==> src/verilog/readout_ctrl.sv <==
// readout_ctrl: four-phase req/ack FSM that issues the readout start pulse
`default_nettype none
`timescale 1ns/1ns

module readout_ctrl (
    input  logic clk,
    input  logic reset,
    input  logic read_req,
    input  logic drain_busy,
    output logic read_start,
    output logic read_ack
);

    typedef enum logic [1:0] {
        IDLE,
        START,
        HOLD
    } state_t;

    state_t state;
    state_t state_next;

    always_comb begin
        state_next = state;
        case (state)
            // ack still high means the last handshake has not closed yet
            IDLE: if (read_req && !read_ack) state_next = START;
            START: state_next = HOLD;
            HOLD: if (!read_req && !drain_busy) state_next = IDLE;
            default: state_next = IDLE;
        endcase
    end

    always_ff @(posedge clk) begin
        if (reset) begin
            state <= IDLE;
            read_ack <= 1'b0;
        end else begin
            state <= state_next;
            read_ack <= (state == HOLD);
        end
    end

    assign read_start = (state == START);

    ack_held_with_req: assert property (
        @(posedge clk) disable iff (reset) read_ack && read_req |=> read_ack
    ) else $error("read_ack dropped while read_req still high");

endmodule

`default_nettype wire

==> config.mk <==
export PLATFORM = sky130hd
export DESIGN_NAME = readout_ctrl
export DESIGN_NICKNAME = d
export VERILOG_FILES = /design/src/verilog/readout_ctrl.sv
export SDC_FILE = /design/constraint.sdc
export NUM_CORES = 1
export LEC_CHECK = 0
export BUFFER_PORTS_ARGS = -buffer_cell sky130_fd_sc_hd__buf_4
export CAP_MARGIN = 40
export CELL_PAD_IN_SITES_DETAIL_PLACEMENT = 0
export CELL_PAD_IN_SITES_GLOBAL_PLACEMENT = 1
export CORE_AREA = 10 10 47 49
export CTS_BUF_LIST = sky130_fd_sc_hd__clkbuf_8
export CTS_CLUSTER_SIZE = 16
export DETAILED_ROUTE_END_ITERATION = 10
export DIE_AREA = 0 0 57 59
export GPL_TIMING_DRIVEN = 0
export PLACE_DENSITY_LB_ADDON = 0.1
export SLEW_MARGIN = 25
export SYNTH_ARGS = -nofsm -noshare
export SYNTH_HDL_FRONTEND = slang
export SYNTH_SLANG_ARGS = --single-unit
==> constraint.sdc <==
create_clock -name clk -period 1 [get_ports clk]
set_input_delay 0.15 -clock clk [delete_from_list [all_inputs] [get_ports clk]]
set_output_delay 0.15 -clock clk [all_outputs]
set_load 0.01 [all_outputs]
# After elaboration in Yosys (flattened, before gate mapping)
# Index checks and enable logic that the tools add are counted.
[totals] wordCells=16 reg_bits=3 in_bits=4 out_inout_bits=2
[classes] reduce_logical=7 n_eq_ne=4 mux=3
[op_table] cell="2-bit case mux with 3 select lines" n=1
[op_table] cell="2-bit two-way mux" n=2
[op_table] cell="2-bit != test (second input constant)" n=2
[op_table] cell="1-bit logical NOT" n=3
[op_table] cell="2-bit by 1-bit equality test with 1-bit output (second input constant)" n=1
[op_table] cell="2-bit equality test (second input constant)" n=1
[op_table] cell="1-bit logical AND" n=2
[op_table] cell="2-bit logical NOT" n=1
[op_table] cell="2-bit AND reduction" n=1

# Depth between registers and ports, before layout
# Gate-level depths: netlist (run 1).
[logic_depth] word_depth=4 mapped_depth=3

# Least setup slack after synthesis (run 1)
# Ideal clock, no wire load.
[synth_path] path_type="register -> register" startpoint="register state[1]" endpoint="register state[1]" period_less_slack_ns=0.794 n_path_buf=0 t_arrival_ns=0.682 path_stages_with_launch=4 slack_ns=0.206 setup_time_ns=0.112 path_cell_list="dfxtp_1 and2b_1 a21oi_2 nor2_1"
[synth_via] elab_cells_between_ends=7 classes_between="4 x eq/ne; 1 x mux; 2 x reduce/logical"
[synth_lines] element="start: declaration" line="20" text="state_t state;"
[synth_lines] element="start signal: assignment" line="39" text="state <= state_next;"
[synth_lines] element="2-bit by 1-bit equality test with 1-bit output"
[synth_lines] element="net read_start" line="10" text="output logic read_start,"
[synth_lines] element="2-bit case mux with 3 select lines" line="25" text="case (state)"
# The timed path passes the listed nets, and every way through them passes these cells.
# A chain may end at the register's enable or synchronous reset.

# Final worst setup path (run 1)
[layout_path] startpoint="register state[1]" endpoint="output port read_start"
[layout_via] elab_chain_len=1
[layout_lines] element="2-bit by 1-bit equality test with 1-bit output" line="44" text="assign read_start = (state == START);"
[layout_lines] element="end: declaration" line="10"
# No other way between the ends.

==> results of run 1 <==
[placed cells by master (no fill, tap or decap), drive strengths merged]
master  synthesis  layout
a21oi           1       1
and2b           1       1
buf             0       7
clkbuf          0       3
dfxtp           3       3
inv             0       1
nand2           1       1
nor2            2       2
nor2b           1       1
nor3            1       1
nor3b           1       1
or2             1       1
[registers in the layout, indices dropped and copies added, names as in the netlist]
signal	cells
state	2
read_ack	1
[routing by layer]
layer / vias to the layer above / global-route usage [%] / wire, um
met1: 50 / 1.887 / 130
met4: 0 / 4.027 / 0
met5: - / 0 / 0
li1: 62 / - / -
met3: 0 / 1.717 / 28
met2: 3 / 3.566 / 175
[per-stage QoR]
stage	std cells	hold slack, ns	setup TNS, ns	utilization (%)
floorplan	12	0.2224	0	-
global placement	33	0.3351	0	12.14
detailed placement	33	0.3308	0	12.14
CTS	39	0.09886	0	16.88
global route	39	0.09597	-0.03146	16.88
finish	39	0.1022	0	16.88
[area by class of cell]
type	count	area, um2
fillers	169	1165
multi-input cells	9	52.55
clock inverters	1	3.754
repair buffers	7	56.30
flip-flops and latches	3	62.56
clock buffers	3	41.29
well taps	16	20.02
[repair_timing]
item                                   4_1_cts  5_1_grt
resized for setup                            3        0
buffers inserted                             2        0
setup endpoints to repair                    1        1
endpoints found under the hold margin        0        0
[worst max path at each step]
stage / end / cells after the start / startpoint
floorplan: state[1] / 3 / state[1]
global route: read_start / 2 / state[1]
finish: read_start / 2 / state[1]
detailed placement: read_start / 2 / state[1]
global placement: read_start / 2 / state[1]
CTS: read_start / 2 / state[1]
[report_power, final]
part,leakage (nW),internal [mW],switching (mW),total (mW)
sequential,0.0253,0.129,0.00479,0.134
combinational,0.0581,0.0316,0.0188,0.0504
clock,0.0269,0.261,0.0731,0.334
[cell families after synthesis]
kind of cell	after synthesis	synth area share, %
flip-flops	3	53.34
AND/OR/NAND/NOR	8	38.90
AO/OA/AOI/OAI	1	7.779
==> results summary, run 1 <==
The run finished with clean final reports. The peak clock frequency supported by timing came out at 1018 MHz. The routability-driven placement congestion ratio came out at 0.6392. The area share of the largest cell type after synthesis came out at 53.33%. Among all cell types in the netlist, the one instantiated most often is sky130_fd_sc_hd__dfxtp_1. The slowest stage of the critical path belongs to the cell sky130_fd_sc_hd__dfxtp_2.

The number of clock buffers inserted by TritonCTS is 3. The number of violations of the max-capacitance limit came out at 0. The worst register-to-register path begins at state[1]. The sequential cell area fraction in the yosys report is 53.33%. Counting instances in the post-synthesis netlist gives the leading cell types as sky130_fd_sc_hd__dfxtp_1, sky130_fd_sc_hd__nor2_1.

The largest incremental delay on the critical path is 0.31 ns. Dividing the detail-routed via count by the number of cells gives 2.949. The critical path data arrival time came out at 0.83 ns. By area the synthesized netlist is led by sky130_fd_sc_hd__dfxtp_1, sky130_fd_sc_hd__a21oi_2, sky130_fd_sc_hd__and2b_1, sky130_fd_sc_hd__nor2_1, sky130_fd_sc_hd__nor3b_1. The effective utilization at floorplan is 8.036%. The first global-routing pass estimated 593 um of wire. The end point of the worst hold path is state[1]. Clock-pin slew was measured on the worst setup and hold paths at 0.03 ns. CTS built an H-tree with a depth of 1.

The mean area per synthesized cell came out at 9.384 um2. The maximum vdd drop came out at 0.0006484 V. The maximum number of pins on one net before global-route repair is 5. Along the worst hold path, the cell count comes to 2. The clock period could shrink to 0.9826 ns. The most used flip-flop cell after synthesis is sky130_fd_sc_hd__dfxtp_1. Global routing finished with a remaining overflow of 0. The post-place instance area came out at 170.2 um2.

In this run, synthesis produced a sequential element count of 3. The number of inserted diodes came out at 0. The total clock sinks came out at 3. The number of hold buffers added after CTS is 0. The floorplan row count came out at 14. Measured along the y axis, the die boundary spans 59 um. The tree is rooted in a sky130_fd_sc_hd__clkbuf_8. The maximum fanout along the worst path came out at 2. sky130_fd_sc_hd__dfxtp_1 takes more of the synthesized area than any other cell. The final critical-path setup slack came out at 0.01736 ns. The core outline area is 0.001401 mm2. In this run the most critical hold path is launched from reset. The later pin in the worst-skew pair is clocked with a latency of 0.21 ns.

The remaining antenna violation count after routing came out at 0. The worst register-to-register path has a depth of 4. The actual slew at the worst max-slew pin came out at 0.1765 ns.

The number of warnings reported in the yosys synthesis log is 0. From synthesis to final layout, the design area changed by 110.0%. The number of antenna violations at the first check in global routing came to 0.

Pin placement for this block handled 6 I/O pins. The part of the cycle the worst path needs came out at 98.26%. The via count of the first global-routing pass is 139.

The worst slack at placement came out at 0.1460 ns. The post-layout net count came out at 28. The share of layout cells above drive strength 1 is 56.52%. Among cell families on the critical path, the largest total delay comes from flip-flops.

Data on the critical path is required at its endpoint by 0.85 ns. The die extent in x came out at 57 um. The final layout contains routed wiring with a total length of 334 um. The endpoint identified for the worst register-to-register timing path is state[1]. After routing the design area is 236.5 um2. The total nets after synthesis came out at 16. The number of distinct library cells after synthesis is 9. No sink is reached through more buffers than the 2 on the longest clock path. The violation count after the first detailed-route iteration is 0. For this design the static power due to leakage is 0.1103 nW. STA classifies the critical path endpoint as an output port. The die footprint is 0.003363 mm2.

The worst reg-to-reg setup slack came out at 0.11 ns. After detailed routing, the number of remaining DRC violations is 0. The worst slew margin relative to its limit came out at 88.21%.

The overall power consumption is 518.1 uW. Setup repair after global routing could not meet its margin everywhere. The number of endpoints with negative hold slack in the final report was 0. The final-report setup violation count is 0.

TritonCTS built the clock tree. The quantity of I/O buffers inserted on ports came out at 5. Traced cell by cell, the critical path runs through and2b_1, buf_6.

The gate count of the mapped netlist is 12. The via count is 115. The total buffers and inverters traversed by the critical path is 1. Dividing the detail-routed wire length by the instance count gives 8.564 um. The fraction of registers with async set or reset after synthesis is 0%. The count of flip-flops with a built-in enable after synthesis is 0. STA classifies the critical path startpoint as a register. The classification of the worst setup path is reg -> out.

For this run, the detailed router's first-pass iteration total came to 1. Dividing total power by cell area gives a power density of 2191 mW/mm2. The type of the worst min-delay path is in -> reg. The number of slew-limit violations in the final report came out at 0. The post-synthesis cell area came out at 112.6 um2. In the global route stage, overall resource usage came out at 2.543%.

The worst setup skew after layout is 0.0009655 ns.
Note: power is estimated with default switching activity, not from simulation.
==> run 2, diff against run 1 <==
==> constraint.sdc (replaced) <==
create_clock -name clk -period 1.13 [get_ports clk]
set_input_delay 0.1695 -clock clk [delete_from_list [all_inputs] [get_ports clk]]
set_output_delay 0.1695 -clock clk [all_outputs]
set_load 0.1 [all_outputs]
==> run 2 against run 1 <==
Effect of this change:
- die area is the same
- sequential power fell by 11%
- critical path type unchanged
- worst setup slack gained 0.011 ns
- global-route usage fell by 0.26 points
- routed wire length is 1.8% lower
- design area up 4.8%
- flip-flop and latch count stayed put
- largest power group unchanged
- critical path depth is the same
- sequential share of layout area is 0.70 points lower
- final cell count did not move
- clock-buffer cell count unchanged
- clock power down 9.9%
==> results summary, run 2 (synthesized netlist as in run 1, its figures left out) <==
The violation count after the first detailed-route iteration came out at 0 (unchanged). The via-per-instance ratio is 2.974 (+0.87%). The maximum fanout along the worst path came out at 2 (unchanged). The classification of the worst setup path is reg -> out. The worst slack at placement came to 0.1315 ns (-0.01448 ns).

Setup repair after global routing left no endpoint under its margin. TritonCTS built the clock tree. The share of total power in the clock network came to 60.2% (-4.2 points).

The number of inserted diodes is 0 (unchanged). The maximum number of pins on one net before global-route repair is 5 (unchanged). The routability-driven placement congestion ratio is 0.5584 (-13%). Leaving out fill and tap cells, the most frequent cell in the layout is sky130_fd_sc_hd__buf_4. In the final layout, the registers with the most flip-flops are state x2, read_ack x1. The detailed-routing iteration count for the pre-antenna-repair pass came out at 1 (unchanged). The number of clock buffers inserted by TritonCTS came out at 3 (unchanged). The switching power share of the total is 23.94% (+5.3 points). The clock latency of the later-clocked register in the worst-skew pair came out at 0.21 ns (about the same). The leakage dissipation is 0.1129 nW (+2.3%). The effective utilization at floorplan came out at 8.036% (unchanged). The internal cell power came out at 379.8 uW (-9.9%). The flow ran to the end, and the final reports show no timing, DRC or antenna violations. The net switching component of the power came to 119.6 uW (+24%).

The clock transition at the register clock pins on the worst setup and hold paths after CTS came out at 0.03 ns (about the same). The H-tree depth reported by CTS came out at 1 (unchanged). The total buffers and inverters traversed by the critical path came to 1 (unchanged). The number of I/O pins came to 6 (unchanged). The kind of capture point of the worst setup path is an output port. The critical path required time is 0.96 ns (+0.11 ns). The post-route setup TNS came out at 0 ns (unchanged). The via count of the first global-routing pass came out at 125 (-10%). The die outline height is 59 um (unchanged). The type of the worst min-delay path is in -> reg. The total DRC errors in the routed layout came to 0 (unchanged). The count of placed standard cells in the final layout, fillers left out is 39 (unchanged). The overall power consumption came out at 499.4 uW (-3.6%). Static timing analysis puts the maximum clock frequency at 907.8 MHz. The actual slew at the worst max-slew pin came out at 0.2797 ns (+0.1032 ns). The total clock sinks came out at 3 (unchanged). The post-place instance area was 172.7 um2 (+1.5%). The critical path data arrival time is 0.93 ns (+0.10 ns). The worst setup path is launched from a register. The largest incremental delay on the critical path came out at 0.31 ns (about the same). The critical path goes through and2b_2, buf_12. The number of violations of the max-capacitance limit came to 0 (unchanged).

The share of layout cells above drive strength 1 is 65.22% (+8.7 points). The number of endpoints with negative hold slack in the final report came out at 0 (unchanged). The die footprint is 0.003363 mm2 (unchanged). The worst setup skew after layout is 0.001099 ns (+0.0001333 ns).

The final routed wirelength across all metal layers was 328 um (-1.8%). The sequential share of power is 23.8% (-2.1 points). The area of all placed cells without fillers is 247.7 um2 (+4.8%).

In the layout the commonest cells are sky130_fd_sc_hd__buf_4, sky130_fd_sc_hd__clkbuf_8, sky130_fd_sc_hd__dfxtp_2. The combined global-route utilization of all metal layers is 2.284% (-0.26 points). The slowest stage of the critical path belongs to the cell sky130_fd_sc_hd__dfxtp_2. The floorplan row count is 14 (unchanged). The maximum buffer depth of the clock tree came out at 2 (unchanged). The number of antenna violations at the first check in global routing came out at 0 (unchanged). The largest register by flop count is state.

The cell count after placement was 33 (unchanged). The number of flip-flops in the largest register came out at 2 (unchanged). The final critical-path setup slack came out at 0.02840 ns (+0.01105 ns). The combinational cell fraction of total power is 16.0% (+6.3 points).

The remaining antenna violation count after routing was 0 (unchanged). The core outline area is 0.001401 mm2 (unchanged). The part of the cycle the worst path needs is 97.49%. The quantity of I/O buffers inserted on ports is 5 (unchanged). The dominant delay contributor by cell family on the critical path is flip-flops.

The worst slew margin relative to its limit is 81.51% (-6.7 points). The final-report setup violation count came out at 0 (unchanged). The routed wire length per instance is 8.410 um (-1.8%). The area overhead of the layout relative to synthesis came out at 120.0%. The wire length of the first global-routing pass came out at 496 um (-16%). The power density over the cells is 2016 mW/mm2 (-8.0%). The post-layout net count came out at 28 (unchanged). The maximum vdd drop came to 0.0005480 V (-15%). Clock tree synthesis selected as its root buffer the cell sky130_fd_sc_hd__clkbuf_8. The number of slew-limit violations in the final report is 0 (unchanged). After layout, the minimum clock period comes to 1.102 ns. The die extent in x came out at 57 um (unchanged). The total global routing overflow is 0 (unchanged). The via count came to 116 (+0.87%).
[run 2: final cells by class]
type                    instances  area (um2)
clock inverters                 1       3.754
repair buffers                  7       65.06
multi-input cells               9       53.80
fillers                       163        1154
well taps                      16       20.02
flip-flops and latches          3       63.81
clock buffers                   3       41.29
[run 2: power groups by stage]
stage	Sequential (mW)	Combinational [mW]	Clock, mW
6_report	0.119	0.0798	0.301
5_1_grt	0.120	0.0846	0.323
4_1_cts	0.118	0.0805	0.313
3_5_place_dp	0.120	0.0639	0
3_3_place_gp	0.120	0.0640	0
2_1_floorplan	0.128	0.0360	0
[run 2: metrics by stage]
stage	util (%)	hold slack [ns]
after floorplan	-	0.2379
after global placement	12.32	0.3504
after detailed placement	12.32	0.3483
after CTS	17.59	0.1172
after global routing	17.68	0.1208
final	17.68	0.1203
[run 2: worst paths after layout]
path                               start         end  slack (ns)  cells after the start
worst max-delay path            state[1]  read_start        0.03                      2
worst min-delay path               reset    state[1]        0.12                      2
worst max register to register  state[1]    state[1]        0.17                      4
worst min register to register  state[0]    read_ack        0.43                      1
[run 2: timing repair]
item | in CTS | in global routing
setup buffers | 2 | 0
endpoints found under the setup margin | 1 | 1
resized for setup | 4 | 1
hold buffers | 0 | 0
[run 2: metal layers]
metal	share of wire [%]	global-route usage [%]	wire, um
met1	48	1.887	156
met2	38	2.791	125
met3	9.1	1.502	30
met4	4.6	4.027	15
met5	0	0	0
