$ cat src/verilog/matmul_pkg.sv
// matmul engine sizes, operand typedefs and per-weight lane controls
`default_nettype none

package matmul_pkg;

    // tile geometry
    localparam int SLICES = 7;
    localparam int WEIGHTS_PER_BYTE = 3;
    localparam int COLS = SLICES;
    localparam int ROWS = WEIGHTS_PER_BYTE * SLICES;
    localparam int ACC_W = 18;
    localparam int NUM_RESULTS = ROWS * COLS;

    typedef logic [7:0] packed_weights_t;
    typedef logic signed [7:0] act_t;
    typedef logic signed [ACC_W-1:0] acc_t;
    typedef logic [$clog2(SLICES)-1:0] slice_idx_t;

    // activation widened by one bit so that x2 still fits
    typedef logic signed [$bits(act_t):0] addend_t;

    // counts the results still to leave the output queue
    typedef logic [$clog2(NUM_RESULTS + 1)-1:0] drain_cnt_t;

    // controls for one weight; all clear means a weight of +1
    typedef struct packed {
        logic zero;
        logic sign;
        logic mul2;
        logic div2;
    } lane_op_t;

    // index 2 holds the first digit of the byte
    typedef lane_op_t [WEIGHTS_PER_BYTE-1:0] byte_ops_t;
    typedef lane_op_t [ROWS-1:0] tile_ops_t;

    localparam slice_idx_t LAST_SLICE = slice_idx_t'(SLICES - 1);
    localparam drain_cnt_t DRAIN_COUNT = drain_cnt_t'(NUM_RESULTS);

    // 5 x 7 x 7 digit combinations, higher byte values are unused
    localparam packed_weights_t WEIGHT_CODES = packed_weights_t'(5 * 7 * 7);

    // weight of zero, contributes nothing
    localparam lane_op_t LANE_IDLE = '{zero: 1'b1, sign: 1'b0, mul2: 1'b0, div2: 1'b0};

endpackage

`default_nettype wire
$ cat src/verilog/operand_buffer.sv
// operand_buffer: slice counter, next/current weight tiles and the activation line
`default_nettype none
`timescale 1ns/1ns

module operand_buffer (
    input  logic                  clk,
    input  logic                  reset,
    input  logic                  read_start,
    input  matmul_pkg::byte_ops_t byte_ops,
    input  matmul_pkg::act_t      act,
    output matmul_pkg::tile_ops_t cur_ops,
    output matmul_pkg::act_t      cur_act
);

    matmul_pkg::slice_idx_t slice_cnt;

    // group being captured
    matmul_pkg::tile_ops_t ops_next;
    matmul_pkg::act_t [matmul_pkg::COLS-1:0] act_next;

    // tile being worked on
    matmul_pkg::tile_ops_t ops_cur;
    matmul_pkg::act_t [matmul_pkg::COLS-1:0] act_line;

    always_ff @(posedge clk) begin
        if (reset || read_start || slice_cnt == matmul_pkg::LAST_SLICE) begin
            slice_cnt <= '0;
        end else begin
            slice_cnt <= slice_cnt + 1'b1;
        end
    end

    // newest byte enters at the top, so byte k ends up in rows 3k+2..3k
    always_ff @(posedge clk) begin
        if (reset) begin
            ops_next <= {matmul_pkg::ROWS{matmul_pkg::LANE_IDLE}};
            act_next <= '0;
        end else begin
            ops_next <= {byte_ops, ops_next[matmul_pkg::ROWS-1:matmul_pkg::WEIGHTS_PER_BYTE]};
            act_next <= {act, act_next[matmul_pkg::COLS-1:1]};
        end
    end

    always_ff @(posedge clk) begin
        if (reset) begin
            ops_cur <= {matmul_pkg::ROWS{matmul_pkg::LANE_IDLE}};
            act_line <= '0;
        end else if (slice_cnt == '0) begin
            ops_cur <= ops_next;
            // column 1 is used first and column 0 last,
            // matching the accumulator rotation
            act_line <= {act_next[0], act_next[matmul_pkg::COLS-1:1]};
        end else begin
            act_line <= {matmul_pkg::act_t'(0), act_line[matmul_pkg::COLS-1:1]};
        end
    end

    assign cur_ops = ops_cur;
    assign cur_act = act_line[0];

    slice_cnt_range: assert property (
        @(posedge clk) disable iff (reset) slice_cnt <= matmul_pkg::LAST_SLICE
    ) else $error("slice counter out of range");

endmodule

`default_nettype wire

$ cat config.mk
export PLATFORM = sky130hd
export DESIGN_NAME = operand_buffer
export DESIGN_NICKNAME = d
export VERILOG_FILES = /design/src/verilog/matmul_pkg.sv /design/src/verilog/operand_buffer.sv
export SDC_FILE = /design/constraint.sdc
export NUM_CORES = 1
export LEC_CHECK = 0
export ABC_AREA = 0
export ABC_CLOCK_PERIOD_IN_PS = 1640
export BUFFER_PORTS_ARGS = -buffer_cell sky130_fd_sc_hd__buf_2
export CAP_MARGIN = 20
export CORE_ASPECT_RATIO = 0.75
export CORE_MARGIN = 2
export CORE_UTILIZATION = 31
export CTS_BUF_LIST = sky130_fd_sc_hd__clkbuf_8
export DETAILED_ROUTE_END_ITERATION = 12
export PLACE_DENSITY = 0.55
export SKIP_LAST_GASP = 1
export SYNTH_ARGS = -nofsm -noshare
export SYNTH_HDL_FRONTEND = slang
export SYNTH_SLANG_ARGS = --single-unit
$ cat constraint.sdc
create_clock -name clk -period 1.64 [get_ports clk]
set_clock_uncertainty 0.05 [all_clocks]
set_input_delay 0.082 -clock clk [delete_from_list [all_inputs] [get_ports clk]]
set_output_delay 0.082 -clock clk [all_outputs]
set_load 0.01 [all_outputs]
== Word-level counts from Yosys, hierarchy flattened ==
Cells that the tools add are included.
Word-level totals
  flip-flop bits (word level): 283
  bits of input ports: 23
  output and inout port bits: 92
  word-level logic and storage cells: 191
Cells by class
  add/subtract/negate cells: 1
  equality and inequality tests: 1
  multiplexer cells: 1
  bitwise logic cells: 1
  reductions and logical operators: 4
Operators with widths (number)
  $mux W48: 1
  $add A3 B1 Y3 const B: 1
  $eq A3 B3 Y1 const B: 1
  $logic_not A3 Y1: 1
  $logic_or A1 B1 Y1: 2
  $reduce_or A2 Y1: 1
  $not A1 Y1: 1

== Logic depth before layout (Yosys ltp) ==
Gate-level depths: netlist of run 1.
  depth after elaboration: 3
  mapped depth: 8
  depth with buffers taken out: 5

== Worst setup path after synthesis of run 1 ==
No wires, ideal clock.
  kind: register to register
  start point: reg slice_cnt[0]
  end point: reg act_line[10] (netlist bit)
  setup time: 0.143 ns
  arrival: 1.263 ns
  required time: 1.447 ns
  path slack: 0.183 ns
  stages on the path, launching flop included: 9
  buffers on the path: 3
  clock period less this slack: 1.457 ns
  cells stage by stage: dfxtp_1 > inv_1 > ha_1 > nor2b_1 > buf_2 > buf_4 > buf_2 > nand2_1 > a21oi_2
Between the ends
  longest elaborated chain between the ends: 2
Ends and longest elaborated chain
  start: declaration: RTL line operand_buffer.sv:15  | matmul_pkg::slice_idx_t slice_cnt;
  start signal: assignment: RTL line operand_buffer.sv:29  | slice_cnt <= slice_cnt + 1'b1;
  $logic_not A3 Y1: RTL line operand_buffer.sv:48  | end else if (slice_cnt == '0) begin
  $mux W48: RTL line operand_buffer.sv:48
  end signal: assignment: RTL line operand_buffer.sv:52  | act_line <= {act_next[0], act_next[matmul_pkg::COLS-1:1]};
  end signal: assignment: RTL line operand_buffer.sv:54  | act_line <= {matmul_pkg::act_t'(0), act_line[matmul_pkg::COLS-1:1]};
  end: declaration: RTL line operand_buffer.sv:23  | matmul_pkg::act_t [matmul_pkg::COLS-1:0] act_line;
No other way between the ends.
A chain may end at the register's enable or synchronous reset.

== Worst setup path after layout of run 1 ==
  start point: reg slice_cnt[0]
  end point: reg ops_cur (netlist bit cur_ops[54])
Between the ends
  longest elaborated chain between the ends: 1
Ends and longest elaborated chain
  $logic_not A3 Y1: RTL line operand_buffer.sv:48
  end signal: assignment: RTL line operand_buffer.sv:46  | ops_cur <= {matmul_pkg::ROWS{matmul_pkg::LANE_IDLE}};
  end signal: assignment: RTL line operand_buffer.sv:49  | ops_cur <= ops_next;
  end: declaration: RTL line operand_buffer.sv:22  | matmul_pkg::tile_ops_t ops_cur;
No other way between the ends.

==> run_results.csv, run 1 <==
group,metric,value,unit
synth,synth.top_cells.by_area,"sky130_fd_sc_hd__dfxtp_1 (64%), sky130_fd_sc_hd__nand2_1 (11%), sky130_fd_sc_hd__nor2b_1 (8.5%), sky130_fd_sc_hd__a21oi_1 (5.2%), sky130_fd_sc_hd__a21oi_2 (2.0%)",
synth,synth-main-ff-cell,"sky130_fd_sc_hd__dfxtp_1",
cts,htree_num_levels,2,
power,total_leakage_power,0.00437,uW
cts,numCtsBuffers,44,
setup_path,required_time_reported_for_the_critical_path_endpoint,2060,ps
timing,tightest_pin_transition,469,ps
grt,largest_net_degree_at_the_start_of_global_routing,102,
synth,synth.avg_cell_area,9.70,um^2
synth,synth-seq-cells,283,
die,fp.dieArea,29800,um^2
power,p_per_area,1250,nW/um^2
timing,post-route-period-util,93.7,%
timing,rsz0062_at_grt,"yes",
setup_path,worstPathMaxFanout,12,
timing,timing.final.max_slew_violations,0,
cts,cts_tree,"done",
worst_hold_path,min_path_type,"in2reg",
setup_path,worst_ep_arrival_time,1960,ps
finish,final_nets,1067,
status,status,"finished clean",
drt,ant_nets,0,
die,placementRows,53,
synth,yosys.cell_types.count,22,
die,ios,115,
finish,stdcell_count,1453,
timing,final.hold.worst_slack,198,ps
drt,drt-wirelength-per-cell,12.5,um
synth,synth.top_cells.by_count,"sky130_fd_sc_hd__dfxtp_1 (283), sky130_fd_sc_hd__nand2_1 (264), sky130_fd_sc_hd__nor2b_1 (120)",
timing,achievable-frequency,651,MHz
grt,grt_pass1_vias,5752,
setup_path,critPathLaunchType,"flop",
synth,yosysWarnings,0,
placement,place.detailed.hpwl,10500,um
synth,synth.yosys.seq_area_share,64.2,%
grt,gr-usage-met2,16.7,%
placement,gp_routability_congestion,0.682,
placement,dp.cells,1355,
synth,synth_cells,910,
finish,final_layout_size_suffix_gt1_share,22.7,%
die,die_width,199,um
finish,n_fill_cell,2884,
grt,busiest_layer,"met1",
grt,globalRouteOverflowTotal,0,
grt,first_pass_grt_wire_length,29400,um
synth,synth_top_area_share,64.2,%
finish,n_antenna_cell,0,
power,peak_supply_drop,0.606,mV
die,die-height,150,um
placement,number_of_buffer_cells_added_on_primary_ports,114,
grt,number_of_antenna_violations_at_the_first_check_in_global_routing,0,
finish,area_growth,23.9,%
timing,final-setup-viol-count,0,
synth,fraction_of_registers_with_async_set_reset,0,%
cts,clock_latency,560,ps
timing,final_period_minus_worst_setup_slack,1540,ps
die,start_util,31.5,%
synth,yosys.cell_count.top_type,"sky130_fd_sc_hd__dfxtp_1",
synth,mappedNetlistArea,8820,um^2
grt,grtUsageMet1,17.7,%
synth,synth.net_count,936,
drt,dr_total_vias,5966,
cts,cts.path.max_buffers,3,
synth,netlist.top_cell.by_area,"sky130_fd_sc_hd__dfxtp_1",
drt,drc,0,
setup_path,crit_type,"reg2reg",
cts,clkSlewWorstSetupHoldPaths,60,ps
drt,route.detailed.vias_per_inst,4.11,
cts,count_of_clock_tree_sinks,283,
cts,clk_root_buffer_cell,"sky130_fd_sc_hd__clkbuf_8",
die,core-area,28000,um^2
timing,report.final.hold_viol_count,0,
drt,drtIter0Drc,226,
timing,worst_slew_margin_rel,68.6,%
drt,wirelength,18200,um
grt,grt.met3_usage,3.99,%
grt,grt_util_all_layers,12.3,%
drt,drt_pre_antenna_iters,4,
synth,synth-edff-count,0,
setup_path,endpoint_kind,"flop",
run,cap_viol_max_count,0,
==> stage by stage <==
| step | setup TNS, ps | total power [uW] | worst slack [ps] | area [um^2] | utilization (%) |
|---|---|---|---|---|---|
| finish | 0 | 13600 | 103 | 10900 | 39.1 |
| floorplan | 0 | 7710 | 183 | 8820 | - |
| global placement | 0 | 7990 | 117 | 9810 | 35.0 |
| detailed placement | 0 | 8000 | 92.4 | 9810 | 35.0 |
| CTS | 0 | 13900 | 69.3 | 10900 | 38.9 |
| global route | -14.1 | 14300 | -8.38 | 10900 | 39.1 |
==> worst max-delay path, stage by stage, from the launching register on <==
cell                        delay, ps
sky130_fd_sc_hd__dfxtp_1          320
sky130_fd_sc_hd__inv_1             80
sky130_fd_sc_hd__ha_2             220
sky130_fd_sc_hd__nor2b_4          240
sky130_fd_sc_hd__buf_4            190
sky130_fd_sc_hd__clkbuf_16        180
sky130_fd_sc_hd__nand2_1           60
sky130_fd_sc_hd__a21oi_1          120
==> layout make-up <==
cell class | count | area (um^2) | area share (%)
Sequential cell | 283 | 5670 | 51.8
Multi-Input combinational cell | 555 | 2820 | 25.8
Timing Repair Buffer | 154 | 1110 | 10.1
Clock buffer | 52 | 716 | 6.54
Tap cell | 385 | 482 | 4.40
Clock inverter | 21 | 135 | 1.24
Inverter | 3 | 11.3 | 0.103
==> metal layers <==
layer	vias to the layer above	share of wire [%]
li1	3112	-
met1	2707	53
met2	114	39
met3	33	5.7
met4	0	2.1
met5	-	0
==> logic make-up after synthesis <==
logic type,after synthesis,share of synthesized area [%]
fa+ha+maj,3,0.425
compound gates,113,7.34
flops,283,64.2
simple gates,438,23.8
buf+inv,72,4.08
mux,1,0.113
==> report_power, final <==
part | switching [uW] | internal (uW)
sequential | 77.7 | 7040
combinational | 461 | 324
clock | 2690 | 3050
total | 3230 | 10400
==> registers in the layout (all words and copies together), names as in the netlist <==
name	count
cur_ops	84
cur_act	8
slice_cnt	3
act_next	56
ops_next	84
act_line	48
==> path summary, 6_finish.rpt <==
check                                             start                  endpoint  slack (ps)  cells after the start
worst max-delay path            slice_cnt[0]$_SDFF_PP0_  cur_ops[54]$_SDFFE_PP0N_         100                      7
worst min-delay path                       byte_ops[11]   ops_next[83]$_SDFF_PP1_         200                      3
worst max register to register  slice_cnt[0]$_SDFF_PP0_  cur_ops[54]$_SDFFE_PP0N_         100                      7
worst min register to register   act_next[7]$_SDFF_PP0_   act_line[55]$_SDFF_PP0_         370                      1
==> layout by cell type, fill, tap and decap left out, types with 5 or more instances in the layout <==
cell and instances:
sky130_fd_sc_hd__dlygate4sd3_1 22, sky130_fd_sc_hd__dfxtp_1 283, sky130_fd_sc_hd__clkbuf_8 53, sky130_fd_sc_hd__a21oi_1 91, sky130_fd_sc_hd__nor2b_1 119, sky130_fd_sc_hd__nand2_1 264
sky130_fd_sc_hd__buf_4 5, sky130_fd_sc_hd__and2_1 8, sky130_fd_sc_hd__a21oi_2 20, sky130_fd_sc_hd__inv_1 11, sky130_fd_sc_hd__nand3b_1 21, sky130_fd_sc_hd__buf_12 11
sky130_fd_sc_hd__or2_2 21, sky130_fd_sc_hd__clkinv_2 8, sky130_fd_sc_hd__buf_2 113
==> repair_timing <==
action	CTS	global route
endpoints found under the hold margin	66	0
hold buffers	22	0
setup endpoints to repair	0	29
gates resized for setup	0	1
buffers inserted	0	1
Note: power is estimated with default switching activity, not from simulation.
==> run 2: changes to the inputs <==
--- a/config.mk
+++ b/config.mk
@@ -7,14 +7,14 @@
 export LEC_CHECK = 0
 export ABC_AREA = 0
 export ABC_CLOCK_PERIOD_IN_PS = 1640
-export BUFFER_PORTS_ARGS = -buffer_cell sky130_fd_sc_hd__buf_2
 export CAP_MARGIN = 20
 export CORE_ASPECT_RATIO = 0.75
 export CORE_MARGIN = 2
 export CORE_UTILIZATION = 31
 export CTS_BUF_LIST = sky130_fd_sc_hd__clkbuf_8
 export DETAILED_ROUTE_END_ITERATION = 12
-export PLACE_DENSITY = 0.55
+export DONT_BUFFER_PORTS = 1
+export PLACE_DENSITY = 0.52
 export SKIP_LAST_GASP = 1
 export SYNTH_ARGS = -nofsm -noshare
 export SYNTH_HDL_FRONTEND = slang
==> run_results.csv, run 2 (same netlist as run 1, synthesis figures left out) <==
group,metric,value,unit
cts,clkSlewWorstSetupHoldPaths,60,ps
finish,area_growth,32.7,%
finish,final_layout_size_suffix_gt1_share,11.9,%
die,start_util,31.5,%
power,peak_supply_drop,0.713,mV
die,fp.dieArea,29800,um^2
drt,drc,0,
drt,route.detailed.vias_per_inst,4.18,
placement,gp_routability_congestion,0.667,
timing,report.final.hold_viol_count,141,
grt,largest_net_degree_at_the_start_of_global_routing,277,
finish,final_common_cell,"sky130_fd_sc_hd__dfxtp_1",
die,die-height,150,um
finish,final_cell_mix,"sky130_fd_sc_hd__dfxtp_1 (283), sky130_fd_sc_hd__nand2_1 (264), sky130_fd_sc_hd__dlygate4sd3_1 (150), sky130_fd_sc_hd__nor2b_1 (119), sky130_fd_sc_hd__a21oi_1 (91)",
timing,rsz0062_at_grt,"no",
finish,final_nets,1083,
setup_path,worstPathMaxFanout,18,
grt,busiest_layer,"met2",
die,ios,115,
grt,grt_util_all_layers,12.7,%
grt,grt.met3_usage,5.04,%
die,core-area,28000,um^2
timing,tightest_pin_transition,548,ps
grt,first_pass_grt_wire_length,30500,um
grt,grt_pass1_vias,5948,
timing,final-setup-viol-count,0,
status,violations,"hold timing",
grt,globalRouteOverflowTotal,0,
finish,n_antenna_cell,0,
cts,clock_latency,570,ps
cts,count_of_clock_tree_sinks,283,
cts,htree_num_levels,2,
grt,grtUsageMet1,17.0,%
timing,post-route-period-util,94.2,%
drt,ant_nets,0,
setup_path,required_time_reported_for_the_critical_path_endpoint,2050,ps
setup_path,crit_type,"reg2reg",
timing,worst_slew_margin_rel,63.5,%
timing,final.hold.worst_slack,-468,ps
drt,wirelength,18400,um
power,total_leakage_power,0.00465,uW
finish,post-route-util,41.8,%
drt,drt_pre_antenna_iters,4,
worst_hold_path,min_path_type,"in2reg",
cts,numCtsBuffers,45,
drt,drt-wirelength-per-cell,12.5,um
timing,final_period_minus_worst_setup_slack,1540,ps
placement,place.detailed.hpwl,9940,um
die,placementRows,53,
setup_path,endpoint_kind,"flop",
placement,number_of_buffer_cells_added_on_primary_ports,0,
drt,drtIter0Drc,218,
timing,achievable-frequency,647,MHz
cts,cts.path.max_buffers,3,
timing,setup-tns-final,0,ps
timing,timing.final.max_slew_violations,0,
status,status,"finished with violations",
grt,number_of_antenna_violations_at_the_first_check_in_global_routing,0,
cts,clk_root_buffer_cell,"sky130_fd_sc_hd__clkbuf_8",
grt,gr-usage-met2,18.3,%
setup_path,worst_ep_arrival_time,1950,ps
power,p_per_area,1210,nW/um^2
cts,cts.hold.buffers_added,150,
cts,cts_tree,"done",
run,cap_viol_max_count,0,
setup_path,critPathLaunchType,"flop",
drt,dr_total_vias,6163,
die,die_width,199,um
## run 2: final cells by class
type	count	area, um^2
Timing Repair Buffer	169	1770
Inverter	3	11.3
Tap cell	385	482
Sequential cell	283	5670
Clock buffer	58	798
Multi-Input combinational cell	555	2820
Fill cell	2861	16300
Clock inverter	20	165
## run 2: repair_timing
action / in CTS / in global routing
resized for setup: 0 / 1
hold endpoints to repair: 283 / 143
setup buffers: 0 / 1
endpoints found under the setup margin: 0 / 44
## run 2: path summary, 6_finish.rpt
check / from / to / slack, ps / cells after the start
worst min register to register: act_next[2]$_SDFF_PP0_ / act_line[50]$_SDFF_PP0_ / 380 / 1
worst max-delay path: slice_cnt[0]$_SDFF_PP0_ / cur_act[2]$_SDFF_PP0_ / 100 / 7
worst max register to register: slice_cnt[0]$_SDFF_PP0_ / cur_act[2]$_SDFF_PP0_ / 100 / 7
worst min-delay path: reset / cur_ops[72]$_SDFFE_PP0N_ / -470 / 1
## run 2: layer usage
metal / up-vias / wire length [um] / part of all wire, %
met4: 0 / 525 / 2.9
met2: 127 / 7450 / 40
met1: 2831 / 8940 / 49
met5: - / 0 / 0
li1: 3157 / - / -
met3: 48 / 1490 / 8.1
## run 2: power breakdown
part / leakage [uW] / switching [uW] / internal (uW)
clock: 0.000535 / 2740 / 3630
sequential: 0.00230 / 120 / 7040
combinational: 0.00182 / 302 / 326
total: 0.00465 / 3170 / 11000
## run 2: through the flow
step	std cells	area (um^2)	hold WS, ps	worst slack, ps	total power [uW]
2_1_floorplan	910	8820	111	183	7710
3_3_place_gp	1244	9230	114	94.4	7820
3_5_place_dp	1244	9230	117	77.3	7830
4_1_cts	1472	11700	-504	20.8	14400
5_1_grt	1473	11700	-490	5.25	14800
6_report	1473	11700	-468	95.5	14200
## run 2: critical path: stages (launching register included)
cell and delay [ps]:
sky130_fd_sc_hd__dfxtp_1 320, sky130_fd_sc_hd__inv_1 80, sky130_fd_sc_hd__ha_2 220, sky130_fd_sc_hd__nor2b_4 200, sky130_fd_sc_hd__buf_12 190, sky130_fd_sc_hd__buf_12 150
sky130_fd_sc_hd__nand2_1 70, sky130_fd_sc_hd__a21oi_2 140
