==> config.mk <==
export PLATFORM = sky130hd
export DESIGN_NAME = weight_unpack
export DESIGN_NICKNAME = d
export VERILOG_FILES = /design/src/verilog/matmul_pkg.sv /design/src/verilog/weight_unpack.sv
export SDC_FILE = /design/constraint.sdc
export NUM_CORES = 1
export LEC_CHECK = 0
export BUFFER_PORTS_ARGS = -buffer_cell sky130_fd_sc_hd__buf_2
export CORE_ASPECT_RATIO = 1.4
export CORE_MARGIN = 2
export CORE_UTILIZATION = 43
export DETAILED_ROUTE_END_ITERATION = 16
export GPL_ROUTABILITY_DRIVEN = 0
export PLACE_DENSITY = 0.73
export SKIP_LAST_GASP = 1
export SLEW_MARGIN = 20
export SYNTH_ARGS = -nofsm -noshare
export SYNTH_HDL_FRONTEND = slang
export SYNTH_SLANG_ARGS = --single-unit
==> constraint.sdc <==
create_clock -name vclk -period 5.5
set_input_delay 0.55 -clock vclk [all_inputs]
set_output_delay 0.55 -clock vclk [all_outputs]
set_load 0.02 [all_outputs]
==> src/verilog/matmul_pkg.sv <==
// matmul engine sizes, operand typedefs and per-weight lane controls
`default_nettype none

package matmul_pkg;

    // tile geometry
    localparam int SLICES = 7;
    localparam int WEIGHTS_PER_BYTE = 3;
    localparam int COLS = SLICES;
    localparam int ROWS = WEIGHTS_PER_BYTE * SLICES;
    localparam int ACC_W = 18;
    localparam int NUM_RESULTS = ROWS * COLS;

    typedef logic [7:0] packed_weights_t;
    typedef logic signed [7:0] act_t;
    typedef logic signed [ACC_W-1:0] acc_t;
    typedef logic [$clog2(SLICES)-1:0] slice_idx_t;

    // activation widened by one bit so that x2 still fits
    typedef logic signed [$bits(act_t):0] addend_t;

    // counts the results still to leave the output queue
    typedef logic [$clog2(NUM_RESULTS + 1)-1:0] drain_cnt_t;

    // controls for one weight; all clear means a weight of +1
    typedef struct packed {
        logic zero;
        logic sign;
        logic mul2;
        logic div2;
    } lane_op_t;

    // index 2 holds the first digit of the byte
    typedef lane_op_t [WEIGHTS_PER_BYTE-1:0] byte_ops_t;
    typedef lane_op_t [ROWS-1:0] tile_ops_t;

    localparam slice_idx_t LAST_SLICE = slice_idx_t'(SLICES - 1);
    localparam drain_cnt_t DRAIN_COUNT = drain_cnt_t'(NUM_RESULTS);

    // 5 x 7 x 7 digit combinations, higher byte values are unused
    localparam packed_weights_t WEIGHT_CODES = packed_weights_t'(5 * 7 * 7);

    // weight of zero, contributes nothing
    localparam lane_op_t LANE_IDLE = '{zero: 1'b1, sign: 1'b0, mul2: 1'b0, div2: 1'b0};

endpackage

`default_nettype wire
==> src/verilog/weight_unpack.sv <==
// weight_unpack: splits a packed weight byte into three lane operations
`default_nettype none
`timescale 1ns/1ns

module weight_unpack (
    input  matmul_pkg::packed_weights_t packed_weights,
    output matmul_pkg::byte_ops_t       ops
);

    logic [7:0] by5;
    logic [2:0] digit1;
    logic [2:0] digit2;
    logic [2:0] digit3;

    // base-5 digit: 0, 1, 2, -1, -2
    function automatic matmul_pkg::lane_op_t quinary_op(input logic [2:0] digit);
        matmul_pkg::lane_op_t op;
        op = '0;
        case (digit)
            3'd0: op.zero = 1'b1;
            3'd2: op.mul2 = 1'b1;
            3'd3: op.sign = 1'b1;
            3'd4: begin
                op.sign = 1'b1;
                op.mul2 = 1'b1;
            end
            default: op = '0;
        endcase
        return op;
    endfunction

    // base-7 digit: 0, 1/2, 1, 2, -1/2, -1, -2
    function automatic matmul_pkg::lane_op_t septenary_op(input logic [2:0] digit);
        matmul_pkg::lane_op_t op;
        op = '0;
        op.sign = (digit >= 3'd4);
        case (digit)
            3'd0: op.zero = 1'b1;
            3'd1, 3'd4: op.div2 = 1'b1;
            3'd3, 3'd6: op.mul2 = 1'b1;
            default: op.zero = 1'b0;
        endcase
        return op;
    endfunction

    // byte = d1 + 5*d2 + 35*d3
    assign by5 = packed_weights / 8'd5;
    assign digit1 = 3'(packed_weights % 8'd5);
    assign digit2 = 3'(by5 % 8'd7);
    assign digit3 = 3'(by5 / 8'd7);

    always_comb begin
        if (packed_weights < matmul_pkg::WEIGHT_CODES) begin
            ops[2] = quinary_op(digit1);
            ops[1] = septenary_op(digit2);
            ops[0] = septenary_op(digit3);
        end else begin
            // unused codes behave as three zero weights
            ops = {3{matmul_pkg::LANE_IDLE}};
        end
    end

endmodule

`default_nettype wire

* After elaboration in Yosys (flattened, before gate mapping)
Index checks and enable logic that the tools add are counted.
** Storage, ports and cells
- Register bits after elaboration :: 0
- Input port bits :: 8
- Output and inout port bits :: 12
- Logic and storage cells :: 37
** Cells by class
- Muxes and demuxes :: 10
- Div/mod/pow operators :: 4
- Reductions and logical operators :: 9
- $lt $le $gt $ge :: 3
- Eq/ne operators :: 11
** Operators with widths (count)
- $div A8 B3 Y8 const B :: 2
- $mod A8 B3 Y8 const B :: 2
- $eq A3 B3 Y1 const B :: 5
- $eq A3 B2 Y1 const B :: 4
- $mux W12 :: 1
- $reduce_or A2 Y1 :: 6
- $logic_not A3 Y1 :: 3
- $mux W1 :: 9
- $lt A8 B8 Y1 const B :: 1
- $eq A3 B1 Y1 const B :: 2
- $ge A3 B3 Y1 const B :: 2

* Longest topological paths before layout
Gate-level depths: netlist of the first run.
- Word-level depth :: 6
- Gate-level depth with buffers :: 27
- Mapped depth without buffers :: 21

* Worst setup path before layout of the first run
OpenSTA, ideal clock, no wires.
- Kind :: input -> output
- Start point :: input port packed_weights[6]
- End point :: output port ops[4] (netlist name)
- Cell stages on the path :: 27
- Data required time :: 4.950 ns
- Arrival :: 5.257 ns
- Setup slack :: -0.307 ns
- Path buffers :: 6
- Cells stage by stage :: buf_2 > buf_6 > buf_4 > nor3b_1 > o22a_1 > and2_1 > inv_1 > ha_1 > ha_1 > clkbuf_1 > a21o_1 > nand2_1 > ha_1 > clkbuf_1 > o211ai_1 > and3_1 > buf_1 > xnor2_1 > ha_1 > a21oi_1 > o21ai_2 > a21oi_2 > xnor2_1 > ha_1 > a21o_1 > mux2i_1 > nor3b_1
** RTL lines
- start, declared :: line weight_unpack.sv:6 : input matmul_pkg::packed_weights_t packed_weights,
- end, declared :: line weight_unpack.sv:7 : output matmul_pkg::byte_ops_t ops

==> results of run 1 <==
cells by family (layout without fill, tap and decap cells):
logic type      count (synthesis)  in the layout
compound gates                 98             98
mux                             9              9
buf+inv                        41             80
other cells                     1              1
fa+ha+maj                       9              9
simple gates                  112            112
xor+xnor                       14             14
through the flow:
step / instances / utilization, %
after global routing: 385 / 57.6
after CTS: 374 / 52.2
after global placement: 374 / 51.6
after detailed placement: 374 / 51.6
after floorplan: 284 / -
final: 385 / 57.6
per-layer routing:
| metal | vias to the layer above | share of wire, % | track usage (%) |
|---|---|---|---|
| met5 | - | 0 | 0 |
| met4 | 0 | 4.7 | 4.44 |
| met3 | 22 | 3.4 | 0.796 |
| met2 | 70 | 52 | 40.7 |
| met1 | 1087 | 40 | 25.3 |
| li1 | 1153 | - | - |
critical path: cells and delay by family:
family | cells | cell delay [ns]
adder cells (fa/ha/maj) | 3 | 0.67
multiplexers | 1 | 0.26
AO/OA/AOI/OAI | 8 | 1.90
AND/OR/NAND/NOR | 5 | 0.59
buffers and inverters | 3 | 0.42
XOR/XNOR | 2 | 0.39
power by group through the flow:
stage	Combinational [mW]	Clock [mW]	Sequential (mW)
after CTS	0.503	0	0
after global routing	0.607	0	0
final	0.560	0	0
after floorplan	0.371	0	0
after global placement	0.487	0	0
after detailed placement	0.496	0	0
cells in the mapped netlist (4+ instances only):
| cell | n |
|---|---|
| o21ai_0 | 9 |
| nand3_1 | 14 |
| ha_1 | 9 |
| nand2b_1 | 6 |
| nor2b_1 | 4 |
| a21o_1 | 7 |
| and2b_1 | 4 |
| o21bai_1 | 4 |
| inv_1 | 15 |
| a21oi_1 | 13 |
| nor3b_1 | 4 |
| mux2i_1 | 7 |
| nor2_1 | 17 |
| o32ai_1 | 4 |
| buf_6 | 4 |
| a31oi_1 | 5 |
| buf_2 | 12 |
| nor3_1 | 6 |
| buf_4 | 5 |
| o211ai_1 | 4 |
| nand2_1 | 23 |
| o21ai_1 | 4 |
| xnor2_1 | 11 |
what timing repair did:
item	in CTS	in global routing
pin swaps	1	17
endpoints found under the hold margin	0	0
endpoints found under the setup margin	3	5
setup buffers	0	11
resized for setup	6	43
layout make-up:
| cell class | instances | area (um2) |
|---|---|---|
| well taps | 62 | 77.6 |
| fillers | 418 | 1920 |
| inverters | 16 | 60.1 |
| multi-input cells | 243 | 1990 |
| repair buffers | 64 | 480 |
worst paths after layout:
check               from     end  slack (ns)  depth (start not counted)
min    packed_weights[0]  ops[9]        1.54                          4
max    packed_weights[4]  ops[7]        0.16                         22
==> impl_metrics.yaml, run 1 <==
status:
  status: "finished, final reports clean"
sta:
  setup_ws_ns: 0.160
  finalSetupViolCount: 0
  whs_ns: 1.54
  hold_violations: 0
  fin_crit_sh_pct: 97.1
  max_freq_mhz: 187
  slew_headroom_pct: 50.7
  slew_viol_final: 0
  worstMarginPinSlew_ns: 0.740
  setup_tns_ns: 0
  min_period_ns: 5.34
pwr:
  power.total_mw: 0.560
  sequentialPowerShare_pct: 0
  internal-power_mw: 0.264
  p_sw_mw: 0.296
  power.density_nw_per_um2: 214
  p_sw_share_pct: 52.9
  combPwrFrac_pct: 100.0
  p_leak_nw: 1.10
  max-vdd-ir-drop_mv: 0.0969
  clockPowerShare_pct: 0
worst_setup_path:
  slowest_delay_ns: 0.43
  cp-end-kind: "primary output"
  path_class: "in2out"
  arrival_ns: 4.79
  slowest_stage: "a2111oi_4"
  path_cells: "buf_6 -> and2b_2 -> o31ai_4 -> buf_4 -> nor4_1 -> o21ai_1 -> o311a_1 -> ha_4 -> a2111oi_4 -> a2111oi_4 -> nor3_4 -> xnor2_2 -> ha_2 -> nor2_4 -> o21a_1 -> a21oi_2 -> xnor2_2 -> ha_2 -> and2b_1 -> mux2_4 -> a221o_1 -> buf_6"
  worstSetupStartpointType: "input pin"
  required_ns: 4.95
  path_max_fanout: 12
cells_and_area:
  fin_area_um2: 2610
  diodes: 0
  final_common_cell: "buf_4"
  area_delta_synth_final_pct: 28.3
  mostFrequentLayoutCells: "buf_4 (43), nand2_1 (22), nor2_1 (16)"
  nNetsFinal: 342
  clock_buffers: 0
  seq_cells: 0
  seq_area_um2: 0
  drive_above_1_share_pct: 38.1
hold_path:
  hold_path.class: "in2out"
logic_synthesis:
  ys_types: 86
  synthCells: 284
  yosysWarnings: 0
  yosys.area.top_type: "ha_1"
  synth.yosys.seq_area_share_pct: 0
  synth_top_family_by_area: "compound AO/OA/AOI/OAI gates"
  synth-simple-area-share_pct: 33.0
  syn_nets: 301
  synth_compound_area_share_pct: 39.5
  synth.top_cells.by_area: "ha_1 (5.5%), xnor2_1 (4.7%), nand2_1 (4.2%)"
  synth_area_um2: 2040
  synth.top_cell.area_share_pct: 5.53
  synth_mux_area_share_pct: 5.10
  syn_avg_cell_area_um2: 7.17
  synth_xor_area_share_pct: 6.02
  synthAdderAreaFrac_pct: 5.53
die:
  rows: 29
  die_h_um: 85.4
  pin_count: 20
  start_util_pct: 44.9
  core_area_um2: 4540
  die_area_um2: 5310
  chipWidth_um: 62.2
grt:
  antenna_found_initial: 0
  grt_max_degree: 22
  grt_pass1_wl_um: 9560
  grt_pass1_vias: 2067
  grtUsageTotal_pct: 20.9
  overflow: 0
detailed_routing:
  wl_um: 6030
  wl_per_cell_um: 15.7
  vias: 2332
  drc: 0
  drt_iter0_markers: 167
  postRouteAntennaNets: 0
  firstDrtPassIters: 4
  vias_per_cell: 6.06
run:
  maxCapViolCount: 0
placement:
  placed_cell_area_um2: 2340
  port_buffers: 19
  hpwlAfterDp_um: 4470
  post-place-ws_ns: -0.129
clock_network:
  ctsHoldBuffers: 0
(Power assumes the default switching activity.)
==> run 2, diff against run 1 <==
==> constraint.sdc (replaced) <==
create_clock -name vclk -period 5.5
set_input_delay 0.275 -clock vclk [all_inputs]
set_output_delay 0.275 -clock vclk [all_outputs]
set_load 0.02 [all_outputs]
==> run 2 against run 1 <==
  * Critical path depth stayed put
  * Die area unchanged
  * Power shrank 16%
  * Count of clock-buffer cells in the layout did not move
  * Wire length down 9.4%
  * Combinational power is 16% lower
  * Largest power group unchanged
  * Highest routed layer unchanged
==> impl_metrics.yaml, run 2 (synthesis gave the netlist of run 1 again) <==
status:
  status: "finished, final reports clean"
detailed_routing:
  drt_iter0_markers: 176
  vias_per_cell: 6.23
  drc: 0
  wl_um: 5460
  postRouteAntennaNets: 0
  firstDrtPassIters: 5
  wl_per_cell_um: 15.4
  vias: 2213
die:
  die_h_um: 85.4
  pin_count: 20
  rows: 29
  chipWidth_um: 62.2
  start_util_pct: 44.9
  core_area_um2: 4540
  die_area_um2: 5310
pwr:
  power.total_mw: 0.470
  power.density_nw_per_um2: 211
  p_leak_nw: 0.909
  max-vdd-ir-drop_mv: 0.0898
cells_and_area:
  seq_cells: 0
  nNetsFinal: 312
  area_delta_synth_final_pct: 9.15
  fillers: 459
  drive_above_1_share_pct: 24.6
  seq_area_um2: 0
  fin_area_um2: 2220
  final_common_cell: "nand2_1"
  mostFrequentLayoutCells: "nand2_1 (23), nor2_1 (17), buf_2 (17)"
  clock_buffers: 0
  diodes: 0
placement:
  port_buffers: 19
  placed_cell_area_um2: 2160
  hpwlAfterDp_um: 4260
sta:
  finalSetupViolCount: 0
  slew_headroom_pct: 54.5
  max_freq_mhz: 193
  min_period_ns: 5.19
  slew_viol_final: 0
  fin_crit_sh_pct: 94.4
  hold_violations: 0
  worstMarginPinSlew_ns: 0.682
grt:
  grt_use_met3_pct: 0.265
  grt_busiest_layer: "met2"
  grt_max_degree: 23
  antenna_found_initial: 0
  grt_use_met1_pct: 26.3
  met2_usage_pct: 40.5
  grt_pass1_vias: 2108
  grt_pass1_wl_um: 9650
  overflow: 0
  grtUsageTotal_pct: 21.0
run:
  maxCapViolCount: 0
worst_setup_path:
  path_max_fanout: 22
  arrival_ns: 4.92
  cp-end-kind: "primary output"
  crit_start: "packed_weights[6]"
  required_ns: 5.22
  path_class: "in2out"
  worstSetupStartpointType: "input pin"
hold_path:
  holdPathEnd: "ops[9]"
  hold_path.class: "in2out"
  whs_path_depth: 4
  hp-start: "packed_weights[0]"
clock_network:
  ctsHoldBuffers: 0
[run 2: stage by stage]
step / setup slack, ns / hold WS [ns] / setup TNS [ns] / utilization, % / cells
final: 0.309 / 0.987 / 0 / 49.0 / 355
after global routing: -0.000944 / 1.01 / -0.000944 / 49.0 / 355
after CTS: 0.0634 / 0.990 / 0 / 47.5 / 353
after detailed placement: 0.0664 / 0.990 / 0 / 47.5 / 353
after global placement: 0.298 / 0.983 / 0 / 47.5 / 353
after floorplan: 0.243 / 0.739 / 0 / - / 284
[run 2: metal layers]
metal  wire length (um)  share of wire (%)  vias to the layer above
met5                  0                  0                        -
met4                 85                1.6                        0
met3                253                4.6                       10
met2               2770                 51                       88
met1               2350                 43                     1026
li1                   -                  -                     1089
[run 2: layout make-up]
type	instances	area [um2]	share of cell area, %
multi-input combinational	243	1870	84.2
inverter	16	60.1	2.70
timing repair buffer	34	213	9.57
tap	62	77.6	3.49
[run 2: worst max-delay path by stage]
stage	endpoint	depth (start not counted)
4_1_cts	ops[7]	22
6_report	ops[7]	22
5_1_grt	ops[7]	22
3_3_place_gp	ops[7]	22
3_5_place_dp	ops[7]	22
2_1_floorplan	ops[4]	27
[run 2: worst max-delay path: stages]
cell,delay (ns)
clkbuf_4,0.25
and2b_1,0.28
o31ai_4,0.34
nor2_2,0.11
xnor2_1,0.14
o311a_1,0.34
ha_1,0.27
nor3_2,0.25
a311oi_2,0.12
nor3_4,0.29
xnor2_2,0.13
ha_1,0.21
inv_1,0.09
nor2_1,0.06
o21a_1,0.21
a21oi_4,0.23
xnor2_2,0.16
ha_2,0.25
and2b_1,0.21
mux2_2,0.26
a221o_1,0.29
buf_2,0.16
[run 2: where the power goes]
| part | internal, mW | total, mW | switching (mW) |
|---|---|---|---|
| registers | 0 | 0 | 0 |
| clock network | 0 | 0 | 0 |
| logic | 0.200 | 0.470 | 0.270 |
[run 2: timing repair]
item / in CTS / in global routing
gates resized for setup: 0 / 9
setup endpoints to repair: 0 / 5
buffers inserted: 0 / 2
==> run 3, diff against run 2 <==
==> constraint.sdc (replaced) <==
create_clock -name vclk -period 4.66
set_input_delay 0.233 -clock vclk [all_inputs]
set_output_delay 0.233 -clock vclk [all_outputs]
set_load 0.02 [all_outputs]
==> run 3 against run 2 <==
  * Largest cell class unchanged
  * Count of clock-buffer cells in the layout stayed put
  * Critical endpoint unchanged
  * Highest routed layer unchanged
  * Cell count is 14% higher
  * Worst hold slack worse by 0.099 ns
  * Design area is 29% higher
  * Utilization is 14 points higher
  * First-iteration DRC count is 53% lower
==> impl_metrics.yaml, run 3 (synthesis gave the netlist of run 1 again) <==
sta:
  setup_ws_ns: 0.0903
  whs_ns: 0.888
  slew_headroom_pct: 64.8
  max_freq_mhz: 219
  fin_crit_sh_pct: 98.1
  finalSetupViolCount: 0
  rsz0062_at_grt: "yes"
  slew_viol_final: 0
  hold_violations: 0
  min_period_ns: 4.57
  worstMarginPinSlew_ns: 0.524
grt:
  overflow: 0
  grt_max_degree: 25
  grt_pass1_wl_um: 10100
  antenna_found_initial: 0
  grt_pass1_vias: 2300
  grtUsageTotal_pct: 21.7
pwr:
  p_sw_share_pct: 49.8
  clockPowerShare_pct: 0
  p_leak_nw: 1.21
  max-vdd-ir-drop_mv: 0.204
  p_sw_mw: 0.402
  combPwrFrac_pct: 100.0
  sequentialPowerShare_pct: 0
  power.density_nw_per_um2: 281
  internal-power_mw: 0.405
placement:
  port_buffers: 19
  post-place-ws_ns: -0.0503
  hpwlAfterDp_um: 4500
cells_and_area:
  drive_above_1_share_pct: 43.3
  nNetsFinal: 361
  seq_cells: 0
  area_delta_synth_final_pct: 40.8
  fillers: 348
  clock_buffers: 0
  diodes: 0
  final_common_cell: "buf_4"
  multiInputGateArea_um2: 2050
  seq_area_um2: 0
  final_util_pct: 63.3
  mostFrequentLayoutCells: "buf_4 (60), nand2_1 (23), nor2_1 (16)"
detailed_routing:
  vias_per_cell: 6.04
  wl_per_cell_um: 15.5
  postRouteAntennaNets: 0
  vias: 2440
  firstDrtPassIters: 4
  drt_iter0_markers: 82
  drc: 0
  wl_um: 6250
die:
  rows: 29
  start_util_pct: 44.9
  pin_count: 20
  core_area_um2: 4540
  die_area_um2: 5310
  die_h_um: 85.4
  chipWidth_um: 62.2
clock_network:
  ctsHoldBuffers: 0
worst_setup_path:
  required_ns: 4.43
  arrival_ns: 4.34
  cp-end-kind: "primary output"
  worstSetupStartpointType: "input pin"
  path_class: "in2out"
  path_max_fanout: 6
run:
  maxCapViolCount: 0
status:
  status: "finished, final reports clean"
hold_path:
  hold_path.class: "in2out"
-- run 3: cell type report --
type                            count  area share (%)
Tap cell                           62            2.70
Timing Repair Buffer               83            23.7
Inverter                           16            2.09
Multi-Input combinational cell    243            71.5
-- run 3: power groups by stage --
| stage | clock (mW) | sequential, mW | combinational (mW) |
|---|---|---|---|
| floorplan | 0 | 0 | 0.463 |
| global placement | 0 | 0 | 0.650 |
| detailed placement | 0 | 0 | 0.662 |
| CTS | 0 | 0 | 0.669 |
| global route | 0 | 0 | 0.868 |
| finish | 0 | 0 | 0.807 |
-- run 3: path summary, 6_finish.rpt --
check	slack, ns	to	from	cells after the start
max	0.09	ops[7]	packed_weights[5]	22
min	0.89	ops[9]	packed_weights[0]	4
-- run 3: what timing repair did --
action	4_1_cts	5_1_grt
pin swaps	1	21
gates cloned	0	1
gates resized for setup	5	44
setup buffers	0	7
setup endpoints to repair	3	6
-- run 3: layer usage --
metal	vias to the layer above	global-route usage, %	wire [um]
li1	1187	-	-
met3	16	1.06	163
met5	-	0	0
met2	73	42.2	3440
met4	0	6.67	174
met1	1164	25.2	2470
-- run 3: through the flow --
| stage | area, um2 | total power, mW | instances | TNS (ns) |
|---|---|---|---|---|
| 2_1_floorplan | 2190 | 0.463 | 284 | -0.0240 |
| 3_3_place_gp | 2600 | 0.650 | 396 | 0 |
| 3_5_place_dp | 2600 | 0.662 | 396 | -0.0796 |
| 4_1_cts | 2620 | 0.669 | 396 | 0 |
| 5_1_grt | 2870 | 0.868 | 404 | -0.463 |
| 6_report | 2870 | 0.807 | 404 | 0 |
-- run 3: worst max-delay path, cell delays in order --
cell and delay (ns):
buf_12 0.11, or2b_4 0.26, o31ai_4 0.29, nor2_2 0.09, xnor2_1 0.13, o311a_1 0.34
ha_4 0.21, a2111oi_4 0.32, a2111oi_4 0.08, nor3_4 0.20, xnor2_2 0.12, ha_2 0.21
inv_2 0.08, nor2_4 0.04, o21a_1 0.20, a21oi_2 0.19, xnor2_2 0.14, ha_2 0.21
and2b_1 0.19, mux2_4 0.25, a221o_1 0.31, buf_6 0.14
